$ cat config.mk
export PLATFORM = sky130hd
export DESIGN_NAME = rhythm_video_top
export DESIGN_NICKNAME = d
export VERILOG_FILES = /design/src/hdl/raster_pkg.sv /design/src/hdl/note_pkg.sv /design/src/hdl/note_lane_if.sv /design/src/hdl/raster_timing.sv /design/src/hdl/note_lane.sv /design/src/hdl/note_renderer.sv /design/src/hdl/video_output.sv /design/src/hdl/rhythm_video_top.sv
export VERILOG_INCLUDE_DIRS = /design/src /design/src/include
export SDC_FILE = /design/constraint.sdc
export NUM_CORES = 1
export LEC_CHECK = 0
export BUFFER_PORTS_ARGS = -buffer_cell sky130_fd_sc_hd__buf_2
export CORE_UTILIZATION = 55
export DETAILED_ROUTE_END_ITERATION = 10
export PLACE_DENSITY = 0.69
export SKIP_LAST_GASP = 1
export SYNTH_ARGS = -nofsm -noshare
export SYNTH_HDL_FRONTEND = slang
export SYNTH_SLANG_ARGS = --single-unit
export TNS_END_PERCENT = 5
$ cat constraint.sdc
create_clock -name clock_65mhz -period 6.3 [get_ports clock_65mhz]
set_input_delay 0.315 -clock clock_65mhz [delete_from_list [all_inputs] [get_ports clock_65mhz]]
set_output_delay 0.315 -clock clock_65mhz [all_outputs]
set_load 0.01 [all_outputs]
$ cat src/include/video_settings.svh
////////////////////////////////////////////////////////////
// video settings
// raster geometry of the 1024x768 scan, note lane layout
// and the palette of the rhythm-game screen
////////////////////////////////////////////////////////////
`ifndef VIDEO_SETTINGS_SVH
`define VIDEO_SETTINGS_SVH

// horizontal scan, in pixel clocks
`define H_VISIBLE 1024
`define H_SYNC_START 1048
`define H_SYNC_END 1184
`define H_TOTAL 1344

// vertical scan, in lines
`define V_VISIBLE 768
`define V_SYNC_START 777
`define V_SYNC_END 783
`define V_TOTAL 806

// note blocks
`define NOTE_COUNT 16
`define NOTE_WIDTH 64
`define NOTE_HEIGHT 35
`define NOTE_STEP 74
// top of the B row
`define FIRST_ROW 144

// staff geometry
`define ACTION_X 72
`define STAFF_TOP 128
`define STAFF_PITCH 73
`define STAFF_LINES 8
`define STAFF_BOTTOM 639

// one pixel of scroll per tempo/64 cycles
`define TEMPO_MOVE_DIV 64

// palette, 24 bit rgb
`define COLOR_STAFF 24'hAAAAAA
`define COLOR_NATURAL 24'hFFFFFF
`define COLOR_SHARP 24'h5555FF
`define COLOR_HIGH_C 24'h00DD00
`define COLOR_HIT 24'hFFFF00
`define COLOR_MISS 24'hFF4500

`endif

$ cat src/hdl/raster_pkg.sv
////////////////////////////////////////////////////////////
// raster types
// scan coordinates, pixel color and output mode
////////////////////////////////////////////////////////////
`default_nettype none

package raster_pkg;

   // column 0..1343
   typedef logic [10:0] hcount_t;

   // line 0..805
   typedef logic [9:0] vcount_t;

   // one pixel, red in the upper byte
   typedef struct packed {
      logic [7:0] red;
      logic [7:0] green;
      logic [7:0] blue;
   } pixel_t;

   // output stage selection, driven by the mode switch
   typedef enum logic [1:0] {
      mode_game,
      mode_border,
      mode_bars
   } video_mode_t;

endpackage

`default_nettype wire

$ cat src/hdl/note_pkg.sv
////////////////////////////////////////////////////////////
// note types
// note codes, tempo count and the code to row and code
// to color rules of the lane
////////////////////////////////////////////////////////////
`default_nettype none

package note_pkg;

   `include "video_settings.svh"

   // 0 rest, 1..12 C..B, 13 high C
   typedef logic [3:0] note_code_t;

   // beat period in clock cycles
   typedef logic [25:0] tempo_t;

   // top line of a note block
   typedef raster_pkg::vcount_t note_row_t;

   // row index counts upward from B at the top of the staff
   function automatic note_row_t note_row_of(input note_code_t code);
      int unsigned idx;
      case (code)
         4'd1, 4'd2, 4'd13: idx = 6;
         4'd3, 4'd4:        idx = 5;
         4'd5:              idx = 4;
         4'd6, 4'd7:        idx = 3;
         4'd8, 4'd9:        idx = 2;
         4'd10, 4'd11:      idx = 1;
         4'd12:             idx = 0;
         // rest and unused codes land below the last scan line
         default:           return note_row_t'(`FIRST_ROW + `V_VISIBLE);
      endcase
      return note_row_t'(`FIRST_ROW + `NOTE_STEP * idx);
   endfunction

   function automatic raster_pkg::pixel_t note_color_of(input note_code_t code);
      case (code)
         // rest stays dark
         4'd0:                           return '0;
         // C# D# F# G# A#
         4'd2, 4'd4, 4'd7, 4'd9, 4'd11:  return `COLOR_SHARP;
         4'd13:                          return `COLOR_HIGH_C;
         default:                        return `COLOR_NATURAL;
      endcase
   endfunction

endpackage

`default_nettype wire

$ cat src/hdl/note_lane_if.sv
////////////////////////////////////////////////////////////
// note lane bus
// lead note position plus row and color of every note
////////////////////////////////////////////////////////////
`default_nettype none
`include "video_settings.svh"

interface note_lane_if;
   import raster_pkg::*;

   // left edge of note 0, the others follow at NOTE_WIDTH pitch
   hcount_t   lead_x;
   vcount_t   note_row   [`NOTE_COUNT];
   pixel_t    note_color [`NOTE_COUNT];

   // values hold until the lane changes them, no handshake
   modport lane (
      output lead_x,
      output note_row,
      output note_color
   );

   modport render (
      input lead_x,
      input note_row,
      input note_color
   );

endinterface

`default_nettype wire

$ cat src/hdl/raster_timing.sv
////////////////////////////////////////////////////////////
// raster timing
// 1344x806 scan counters with registered active low syncs
// and a blank covering both retraces
////////////////////////////////////////////////////////////
`default_nettype none
`include "video_settings.svh"

module raster_timing (
   input  wire logic          clock_65mhz,
   input  wire logic          reset,
   output raster_pkg::hcount_t hcount,
   output raster_pkg::vcount_t vcount,
   output logic               hsync,
   output logic               vsync,
   output logic               blank
);

   logic hblank;
   logic vblank;
   logic next_hblank;
   logic next_vblank;
   logic h_last;
   logic v_last;
   logic hblank_on;
   logic hsync_on;
   logic hsync_off;
   logic vblank_on;
   logic vsync_on;
   logic vsync_off;

   //////////////////////////////////////////////////////////
   // decode of the current position
   //////////////////////////////////////////////////////////

   // last column of the line
   assign h_last    = (hcount == `H_TOTAL - 1);
   assign hblank_on = (hcount == `H_VISIBLE - 1);
   // sync edges one column early so the registered pulse lands on time
   assign hsync_on  = (hcount == `H_SYNC_START - 1);
   assign hsync_off = (hcount == `H_SYNC_END - 1);

   // vertical events only at the end of a line
   assign v_last    = h_last && (vcount == `V_TOTAL - 1);
   assign vblank_on = h_last && (vcount == `V_VISIBLE - 1);
   assign vsync_on  = h_last && (vcount == `V_SYNC_START - 1);
   assign vsync_off = h_last && (vcount == `V_SYNC_END - 1);

   assign next_hblank = h_last ? 1'b0 : (hblank_on ? 1'b1 : hblank);
   assign next_vblank = v_last ? 1'b0 : (vblank_on ? 1'b1 : vblank);

   //////////////////////////////////////////////////////////
   // counters and registered outputs
   //////////////////////////////////////////////////////////

   always_ff @(posedge clock_65mhz) begin
      if (reset) begin
         hcount <= '0;
         vcount <= '0;
         hblank <= 1'b0;
         vblank <= 1'b0;
         hsync  <= 1'b1;
         vsync  <= 1'b1;
         blank  <= 1'b0;
      end else begin
         hcount <= h_last ? '0 : hcount + 1'b1;
         if (h_last) begin
            vcount <= v_last ? '0 : vcount + 1'b1;
         end
         hblank <= next_hblank;
         vblank <= next_vblank;
         hsync  <= hsync_on ? 1'b0 : (hsync_off ? 1'b1 : hsync);
         vsync  <= vsync_on ? 1'b0 : (vsync_off ? 1'b1 : vsync);
         // registered with the counters so blank lines up with them
         blank  <= next_vblank | next_hblank;
      end
   end

   // line counter never runs past the end of the line
   hcount_in_line : assert property (
      @(posedge clock_65mhz) disable iff (reset) hcount < `H_TOTAL
   );

endmodule

`default_nettype wire

$ cat src/hdl/note_lane.sv
////////////////////////////////////////////////////////////
// note lane
// tempo driven beat and scroll strobes, reload of sixteen
// note rows and colors, lead note hit or miss coloring
////////////////////////////////////////////////////////////
`default_nettype none
`include "video_settings.svh"

module note_lane (
   input  wire logic             clock_65mhz,
   input  wire logic             reset,
   input  wire logic [63:0]      next_notes,
   input  wire note_pkg::tempo_t tempo,
   input  wire logic             playing_correct,
   note_lane_if.lane             lane
);
   import raster_pkg::*;
   import note_pkg::*;

   tempo_t     tempo_q;
   tempo_t     move_period;
   tempo_t     beat_count;
   tempo_t     move_count;
   note_code_t lead_code_q;
   note_code_t lead_code;
   logic       beat;
   logic       move;

   //////////////////////////////////////////////////////////
   // tempo strobes
   //////////////////////////////////////////////////////////

   // one note width of scroll per beat
   assign move_period = tempo_t'(tempo_q / `TEMPO_MOVE_DIV);
   assign beat = (beat_count == tempo_q - 1'b1);
   assign move = (move_count == move_period - 1'b1);

   always_ff @(posedge clock_65mhz) begin
      if (reset) begin
         // tempo only sampled here
         tempo_q    <= tempo;
         beat_count <= '0;
         move_count <= '0;
      end else begin
         beat_count <= beat ? '0 : beat_count + 1'b1;
         move_count <= move ? '0 : move_count + 1'b1;
      end
   end

   //////////////////////////////////////////////////////////
   // lane state
   //////////////////////////////////////////////////////////

   // on a beat the lead note is the one arriving in the new word
   assign lead_code = beat ? next_notes[3:0] : lead_code_q;

   always_ff @(posedge clock_65mhz) begin
      if (reset) begin
         lane.lead_x <= hcount_t'(`H_VISIBLE - 1);
         lead_code_q <= '0;
         for (int k = 0; k < `NOTE_COUNT; k++) begin
            lane.note_row[k]   <= note_row_of('0);
            lane.note_color[k] <= '0;
         end
      end else begin
         // scroll wins over the snap back to the action line
         if (move) begin
            lane.lead_x <= lane.lead_x - 1'b1;
         end else if (beat) begin
            lane.lead_x <= hcount_t'(`ACTION_X);
         end

         if (beat) begin
            lead_code_q <= next_notes[3:0];
            // nibble k of the word is note k
            for (int k = 0; k < `NOTE_COUNT; k++) begin
               lane.note_row[k]   <= note_row_of(next_notes[4*k +: 4]);
               lane.note_color[k] <= note_color_of(next_notes[4*k +: 4]);
            end
         end

         // lead note shows how the player is doing, overrides the reload
         if (lead_code == '0) begin
            lane.note_color[0] <= '0;
         end else if (playing_correct) begin
            lane.note_color[0] <= `COLOR_HIT;
         end else begin
            lane.note_color[0] <= `COLOR_MISS;
         end
      end
   end

   // a shorter tempo would leave the scroll strobe with a zero period
   tempo_long_enough : assert property (
      @(posedge clock_65mhz) disable iff (reset) tempo_q >= `TEMPO_MOVE_DIV
   );

endmodule

`default_nettype wire

$ cat src/hdl/note_renderer.sv
////////////////////////////////////////////////////////////
// note renderer
// draws note blocks, staff, action and boundary lines for
// the scan position, one cycle of latency
////////////////////////////////////////////////////////////
`default_nettype none
`include "video_settings.svh"

module note_renderer (
   input  wire logic                clock_65mhz,
   input  wire raster_pkg::hcount_t hcount,
   input  wire raster_pkg::vcount_t vcount,
   input  wire logic                hsync,
   input  wire logic                vsync,
   input  wire logic                blank,
   note_lane_if.render              lane,
   output raster_pkg::pixel_t       game_pixel,
   output raster_pkg::hcount_t      d_hcount,
   output raster_pkg::vcount_t      d_vcount,
   output logic                     d_hsync,
   output logic                     d_vsync,
   output logic                     d_blank
);
   import raster_pkg::*;

   pixel_t note_pix;
   pixel_t line_pix;
   logic   staff_hit;
   logic   in_staff;
   logic   edge_hit;

   //////////////////////////////////////////////////////////
   // note blocks
   //////////////////////////////////////////////////////////

   always_comb begin : note_blocks
      logic [11:0] note_left;
      note_pix = '0;
      for (int k = 0; k < `NOTE_COUNT; k++) begin
         // 12 bits so the far notes do not wrap onto the screen
         note_left = {1'b0, lane.lead_x} + 12'(`NOTE_WIDTH * k);
         // nothing drawn at or left of the action line
         if (hcount > `ACTION_X &&
             hcount >= note_left && hcount < note_left + `NOTE_WIDTH &&
             vcount >= lane.note_row[k] &&
             vcount < lane.note_row[k] + `NOTE_HEIGHT) begin
            note_pix = note_pix | lane.note_color[k];
         end
      end
   end

   //////////////////////////////////////////////////////////
   // staff and vertical lines
   //////////////////////////////////////////////////////////

   always_comb begin : staff_lines
      staff_hit = 1'b0;
      for (int i = 0; i < `STAFF_LINES; i++) begin
         if (vcount == `STAFF_TOP + `STAFF_PITCH * i)
            staff_hit = 1'b1;
      end
   end

   // staff runs from the action line to the right edge
   assign line_pix = (staff_hit && hcount >= `ACTION_X && hcount < `H_VISIBLE) ?
                     `COLOR_STAFF : '0;

   // white action line and right boundary, both span the staff height
   assign in_staff = (vcount >= `STAFF_TOP) && (vcount <= `STAFF_BOTTOM);
   assign edge_hit = in_staff && (hcount == `ACTION_X || hcount == `H_VISIBLE - 1);

   //////////////////////////////////////////////////////////
   // output register, timing delayed to match
   //////////////////////////////////////////////////////////

   always_ff @(posedge clock_65mhz) begin
      // dark during retrace
      game_pixel <= blank ? '0 : (note_pix | line_pix | {24{edge_hit}});
      d_hcount   <= hcount;
      d_vcount   <= vcount;
      d_hsync    <= hsync;
      d_vsync    <= vsync;
      d_blank    <= blank;
   end

endmodule

`default_nettype wire

$ cat src/hdl/video_output.sv
////////////////////////////////////////////////////////////
// video output
// picks game, border or color bars and registers the VGA
// pixel together with the syncs
////////////////////////////////////////////////////////////
`default_nettype none
`include "video_settings.svh"

module video_output (
   input  wire logic                    clock_65mhz,
   input  wire logic                    reset,
   input  wire raster_pkg::video_mode_t mode,
   input  wire raster_pkg::pixel_t      game_pixel,
   input  wire raster_pkg::hcount_t     d_hcount,
   input  wire raster_pkg::vcount_t     d_vcount,
   input  wire logic                    d_hsync,
   input  wire logic                    d_vsync,
   input  wire logic                    d_blank,
   output logic [7:0]                   vga_red,
   output logic [7:0]                   vga_green,
   output logic [7:0]                   vga_blue,
   output logic                         vga_hsync,
   output logic                         vga_vsync,
   output logic                         vga_blank_b
);
   import raster_pkg::*;

   pixel_t pattern;
   logic   border;

   // outline of the visible area, for adjusting the monitor
   assign border = (d_hcount == 0) || (d_hcount == `H_VISIBLE - 1) ||
                   (d_vcount == 0) || (d_vcount == `V_VISIBLE - 1);

   always_comb begin
      case (mode)
         mode_border: pattern = {24{border}};
         // bars of 64, 128 and 256 columns
         mode_bars:   pattern = {{8{d_hcount[8]}}, {8{d_hcount[7]}}, {8{d_hcount[6]}}};
         // game, and the spare encoding
         default:     pattern = game_pixel;
      endcase
   end

   always_ff @(posedge clock_65mhz) begin
      if (reset) begin
         vga_red     <= '0;
         vga_green   <= '0;
         vga_blue    <= '0;
         vga_hsync   <= 1'b1;
         vga_vsync   <= 1'b1;
         vga_blank_b <= 1'b0;
      end else begin
         vga_red     <= pattern.red;
         vga_green   <= pattern.green;
         vga_blue    <= pattern.blue;
         vga_hsync   <= d_hsync;
         vga_vsync   <= d_vsync;
         vga_blank_b <= ~d_blank;
      end
   end

endmodule

`default_nettype wire

$ cat src/hdl/rhythm_video_top.sv
////////////////////////////////////////////////////////////
// rhythm game video core
// timing generator, note lane, renderer and VGA output
////////////////////////////////////////////////////////////
`default_nettype none

module rhythm_video_top (
   input  wire logic                    clock_65mhz,
   input  wire logic                    reset,
   input  wire raster_pkg::video_mode_t mode,
   input  wire logic [63:0]             next_notes,
   input  wire note_pkg::tempo_t        tempo,
   input  wire logic                    playing_correct,
   output logic [7:0]                   vga_red,
   output logic [7:0]                   vga_green,
   output logic [7:0]                   vga_blue,
   output logic                         vga_hsync,
   output logic                         vga_vsync,
   output logic                         vga_blank_b
);
   import raster_pkg::*;

   // scan position straight from the counters
   hcount_t hcount;
   vcount_t vcount;
   logic    hsync;
   logic    vsync;
   logic    blank;

   // one cycle later, aligned with the game pixel
   pixel_t  game_pixel;
   hcount_t d_hcount;
   vcount_t d_vcount;
   logic    d_hsync;
   logic    d_vsync;
   logic    d_blank;

   note_lane_if lane_bus ();

   raster_timing u_raster_timing (
      .clock_65mhz (clock_65mhz),
      .reset       (reset),
      .hcount      (hcount),
      .vcount      (vcount),
      .hsync       (hsync),
      .vsync       (vsync),
      .blank       (blank)
   );

   note_lane u_note_lane (
      .clock_65mhz     (clock_65mhz),
      .reset           (reset),
      .next_notes      (next_notes),
      .tempo           (tempo),
      .playing_correct (playing_correct),
      .lane            (lane_bus.lane)
   );

   note_renderer u_note_renderer (
      .clock_65mhz (clock_65mhz),
      .hcount      (hcount),
      .vcount      (vcount),
      .hsync       (hsync),
      .vsync       (vsync),
      .blank       (blank),
      .lane        (lane_bus.render),
      .game_pixel  (game_pixel),
      .d_hcount    (d_hcount),
      .d_vcount    (d_vcount),
      .d_hsync     (d_hsync),
      .d_vsync     (d_vsync),
      .d_blank     (d_blank)
   );

   // second register stage, VGA pins lag the counters by two cycles
   video_output u_video_output (
      .clock_65mhz (clock_65mhz),
      .reset       (reset),
      .mode        (mode),
      .game_pixel  (game_pixel),
      .d_hcount    (d_hcount),
      .d_vcount    (d_vcount),
      .d_hsync     (d_hsync),
      .d_vsync     (d_vsync),
      .d_blank     (d_blank),
      .vga_red     (vga_red),
      .vga_green   (vga_green),
      .vga_blue    (vga_blue),
      .vga_hsync   (vga_hsync),
      .vga_vsync   (vga_vsync),
      .vga_blank_b (vga_blank_b)
   );

endmodule

`default_nettype wire

# Yosys cells after proc, flatten, opt, wreduce, memory -nomap -nowiden
# Index checks and enable logic that the tools add are counted.
# op_classes
add_sub_neg	70
mul	16
n_lt_le_gt_ge	69
n_eq_ne	231
mux	182
bitwise_logic	19
reduce_logical	212
# ops
op	n
$pmux W24 S3	15
$mux W32	32
$lt A10 B32 Y1	16
$lt A11 B32 Y1	16
$mul A6 B32 Y9 const A	16
$mux W24	17
$or A24 B24 Y24	17
$eq A4 B4 Y1 const B	96
$mux W10	33
$pmux W3 S6	16
$eq A4 B3 Y1 const B	64
$reduce_or A13 Y1	16
$add A12 B7 Y13 const B	15
$ge A11 B12 Y1	15
$add A10 B6 Y11 const B	16
$add A8 B10 Y10 const A	16
$ge A10 B10 Y1	16
$reduce_or A2 Y1	68
$eq A4 B2 Y1 const B	32
$add A11 B10 Y12 const B	8
$reduce_or A5 Y1	15
$logic_and A1 B1 Y1	72
$eq A10 B10 Y1 const B	7
$eq A4 B1 Y1 const B	16
other kinds (36)	149
# word_totals
reg_bits	738
out_inout_bits	27
word_cells	889

# Longest topological paths before layout
# depth
depth_word	38
depth_mapped	18
ltp_nobuf	16

# Hierarchy
# Synthesis repeated with hierarchy kept, for this count alone.
# unflattened
cells_unflattened	5071
hier_area_um2	39407.8
# by_module_without_submodules
module	instances	cells_each	area_each_um2	seq_area_each_um2
note_lane	1	2572	19917.9	6246.0
note_renderer	1	2246	17205.3	960.9
raster_timing	1	143	1273.7	520.5
video_output	1	110	1011.0	540.5

# Worst setup path after synthesis
# Ideal clock, no wire load.
# synth_path
path_kind	reg-to-reg
startpoint	reg u_note_lane.lane.lead_x[8]
endpoint	reg u_note_renderer.game_pixel[14] (netlist name)
setup_time_ps	156
arrival_time_ps	3823
path_slack_ps	2321
path_stages_with_launch	19
n_path_buf	2
period_less_slack_ps	3979
path_cell_list	dfxtp_1 clkbuf_1 clkbuf_1 inv_1 ha_1 a21oi_1 xnor2_1 inv_1 xnor2_1 inv_1 ha_1 and3_1 o21ai_0 a221oi_1 a2111oi_0 a22oi_1 nand4_1 a2111oi_0 a41oi_1
# synth_via
elab_chain_len	38
# synth_rtl
item	line_no	rtl
start, declared	note_lane_if.sv:18	output lead_x,
start signal, assigned	note_lane.sv:59	lane.lead_x <= hcount_t'(`H_VISIBLE - 1);
start signal, assigned	note_lane.sv:68	lane.lead_x <= lane.lead_x - 1'b1;
start signal, assigned	note_lane.sv:70	lane.lead_x <= hcount_t'(`ACTION_X);
branches (longest 35 deep; another with $lt A11 B32 Y1)	--	
$mux W24 *	note_renderer.sv:43	if (hcount > `ACTION_X &&
$or A24 B24 Y24 * (2 in series)	note_renderer.sv:78	game_pixel <= blank ? '0 : (note_pix | line_pix | {24{edge_hit}});
# Every way passes the cells marked *.
# A chain may end at the register's enable or synchronous reset.

# Final worst setup path
# layout_path
startpoint	reg u_note_lane.lane.lead_x[8]
endpoint	reg u_note_renderer.game_pixel[22] (netlist name)
# layout_via
elab_chain_len	38
# layout_rtl
item	line_no
branches (longest 35 deep; another with $lt A11 B32 Y1)	--
$mux W24 *	note_renderer.sv:43
$or A24 B24 Y24 * (2 in series)	note_renderer.sv:78
# Marks and branches as above.

==> flow_metrics.tcl <==
set metrics [dict create \
    min_period_over_period_pct 81.16 \
    area_growth_syn_to_layout_pct 8.293 \
    rsz0062_at_grt "false" \
    status "finished, final reports clean" \
    reg2reg_to "u_note_renderer.game_pixel[22]$_SDFF_PP0_" \
    vdd_drop_max_mv 0.2341 \
    grt_max_degree 93 \
    io-pin-count 122 \
    wl_per_cell_um 18.94 \
    core_area_mm2 0.05814 \
    clkPwrFrac_pct 45.5 \
    syn_inst 4160 \
    utilization_pct 60.85 \
    whs_endpoint "u_note_lane.lead_code_q[0]$_SDFF_PP0_" \
    fin_crit_ns 5.113 \
    worstPathArrival_ns 5.53 \
    cp_max_fo 20 \
    htreeDepth 2 \
    p_leak_nw 15.98 \
    drv_cap 0 \
    relSlewSlack_pct 23.64 \
    clock_skew_ns 0.02381 \
    startpoint_type "flop" \
    initial_core_util_pct 56.19 \
    p_comb_share_pct 11.1 \
    p_seq_share_pct 43.4 \
    io_buffers 121 \
    cts-buffers-inserted 43 \
    min-delay-start "next_notes[0]" \
    antenna_found_initial 10 \
    finalHoldViolations 0 \
    grt_pass1_vias 28002 \
    ys_warn_count 0 \
    yosysUniqueCellTypes 85 \
    slew_violations 0 \
    worstReg2RegStart "u_note_lane.lane.lead_x[8]$_SDFFE_PP1P_" \
    cts_resized 0 \
    tns_ns 0 \
    whs_path_depth 3 \
    dieArea_mm2 0.06037 \
    p_sw_share_pct 26.84 \
    hold_ws_ns 0.04149 \
    die_w_um 245.7 \
    synth.most_common_cell "ha_1" \
    grt_use_total_pct 31.07 \
    synth_area_per_cell_um2 7.852 \
    syn_nets 4754 \
    final-seq-area_mm2 0.007639 \
    synth-seq-area-share_pct 23.35 \
    viasPerCell 6.008 \
    drt_iter0_markers 1834 \
    max_freq_mhz 195.6 \
    totalWireLength_um 94390 \
    r2r_cells 15 \
    p_int_w 0.004072 \
    root_buffer "clkbuf_16" \
    rrSetupSlack_ns 1.19 \
    yosysTopAreaCell "dfxtp_1" \
    synth.cell_area_mm2 0.03267 \
    cp-end-kind "flop" \
    synthArstFlopShare_pct 0 \
    synth_ff_type "dfxtp_1" \
    overflow 0 \
    clock_latency_ns 0.59 \
    ant_nets 0 \
    cts_sinks 368 \
    setup_viol 0 \
    cts_buffer_depth 3 \
    fp-row-count 88 \
    die_y_um 245.7 \
    pre_cts_slack_ns 1.436 \
    drive_gt1_share_pct 6.735 \
    vias 29943 \
    dp_hpwl_um 71370 \
    route.detailed.drc 0 \
    synthTopCellsByArea "dfxtp_1 21%, ha_1 19%, xnor2_1 6.5%, nor2_1 4.6%, o21ai_0 3.9%" \
    crit_required_ns 6.72 \
    synth_seq_cells 368 \
    powerDensity_mw_per_mm2 157.4 \
    clk_pin_slew_ns 0.06 \
    grt_pass1_wl_um 150300 \
    multiInputGateArea_mm2 0.02312 \
    worst_slack_ns 1.187 \
    tightest_slew_ns 1.142 \
    p_sw_w 0.001494 \
    synth_edf_count 26 \
    cts_tree "done" \
    path_class "flop to flop" \
    nNetsFinal 4777 \
    min_path_type "primary input to flop" \
    synth_top_area_share_pct 20.96 \
    dr.pass1.iters 6 \
    gp_congestion 1.053 \
    synthTopCellsByCount "499 x ha_1, 399 x nor2_1, 342 x dfxtp_1, 304 x nand2_1, 273 x inv_1" \
    fillers 5459 \
]
## repair_timing
item | in CTS | in global routing
endpoints found under the hold margin | 26 | 0
hold buffers | 26 | 0
buffers inserted | 0 | 0
endpoints found under the setup margin | 0 | 0
## worst max-delay path: stages (launching register included)
cell       delay, ns
dfxtp_1         0.83
inv_1           0.45
ha_1            0.41
xnor2_1         0.65
inv_1           0.32
nor2_1          0.19
xor2_1          0.09
ha_1            0.33
a21o_1          0.11
o31ai_1         0.07
o211ai_1        0.12
a211oi_1        0.12
nand3_1         0.13
o2111ai_1       0.14
nor4_1          0.86
a21oi_1         0.13
## cell families (layout without fill, tap and decap cells)
| kind of cell | count (synthesis) | in the layout | share of synthesized area (%) |
|---|---|---|---|
| flip-flops | 368 | 368 | 23.35 |
| AND/OR/NAND/NOR | 1396 | 1396 | 20.76 |
| buffers and inverters | 482 | 539 | 5.895 |
| XOR/XNOR | 369 | 369 | 9.978 |
| adder cells (fa/ha/maj) | 499 | 499 | 19.11 |
| AO/OA/AOI/OAI | 1036 | 1036 | 20.58 |
| other | 0 | 2 | 0 |
| multiplexers | 10 | 10 | 0.3179 |
## sequential cells by signal, indices dropped and copies added (netlist names), 11 cells and up
register,cells
u_note_lane.lane.note_color,62
u_note_lane.beat_count,26
u_note_lane.lane.note_row,144
u_raster_timing.hcount,11
u_note_lane.lane.lead_x,11
u_note_lane.move_count,26
u_note_renderer.d_hcount,11
u_note_lane.tempo_q,26
## through the flow
step	cells	cell area (um^2)	power (W)
3_3_place_gp	4877	33690	0.003055
4_1_cts	4982	35370	0.005599
6_report	4984	35370	0.005566
3_5_place_dp	4877	33690	0.003060
5_1_grt	4984	35370	0.005789
2_1_floorplan	4160	32670	0.002916
## placed cells by master (no fill, tap or decap), drive strengths merged, types with 27 or more instances in the layout
master | synthesis | routed
xnor2 | 244 | 244
o21ai | 260 | 260
o21a | 39 | 39
a21o | 39 | 39
a21oi | 253 | 253
o31ai | 42 | 42
nor4 | 51 | 51
clkbuf | 154 | 55
inv | 275 | 279
nor2b | 63 | 63
nor2 | 399 | 399
a31oi | 49 | 49
nand2 | 304 | 304
nor3 | 91 | 91
or3 | 32 | 32
nand3 | 182 | 182
nand2b | 51 | 51
buf | 52 | 158
dfxtp | 342 | 342
a211oi | 92 | 92
a2111oi | 28 | 28
o211ai | 36 | 36
o2111ai | 27 | 27
xor2 | 123 | 123
and3 | 109 | 109
ha | 499 | 499
## how the worst max path moves through the flow
stage / endpoint / cells past startpoint / start
after floorplan: u_note_renderer.game_pixel[14]$_SDFF_PP0_ / 18 / u_note_lane.lane.lead_x[8]$_SDFFE_PP1P_
after global placement: u_note_renderer.game_pixel[14]$_SDFF_PP0_ / 16 / u_note_lane.lane.lead_x[8]$_SDFFE_PP1P_
after detailed placement: u_note_renderer.game_pixel[5]$_SDFF_PP0_ / 15 / u_note_lane.lane.lead_x[8]$_SDFFE_PP1P_
after CTS: u_note_renderer.game_pixel[5]$_SDFF_PP0_ / 15 / u_note_lane.lane.lead_x[8]$_SDFFE_PP1P_
after global routing: u_note_renderer.game_pixel[22]$_SDFF_PP0_ / 15 / u_note_lane.lane.lead_x[6]$_SDFFE_PP1P_
final: u_note_renderer.game_pixel[22]$_SDFF_PP0_ / 15 / u_note_lane.lane.lead_x[8]$_SDFFE_PP1P_
## routing by layer
metal  global-route usage [%]  vias up  part of all wire (%)
li1                         -    15002                     -
met1                    42.38    13926                    46
met2                    48.79      814                    43
met3                    5.479      187                   6.7
met4                    11.22       14                   3.7
met5                        0        -                 0.091
## power by group through the flow
stage | clock (W) | combinational (W) | sequential [W]
global route | 0.00267 | 0.000697 | 0.00242
finish | 0.00253 | 0.000618 | 0.00242
global placement | 0 | 0.000590 | 0.00247
floorplan | 0 | 0.000466 | 0.00245
detailed placement | 0 | 0.000594 | 0.00247
CTS | 0.00257 | 0.000613 | 0.00241
## area by class of cell
| type | instances | area share (%) |
|---|---|---|
| multi-input combinational | 3310 | 65.35 |
| clock buffer | 55 | 3.427 |
| inverter | 276 | 2.929 |
| clock inverter | 24 | 0.5872 |
| tap | 765 | 2.706 |
| sequential | 368 | 21.59 |
| antenna | 2 | 0.01415 |
| timing repair buffer | 184 | 3.392 |
No activity file was read; power rests on OpenSTA's default activity.
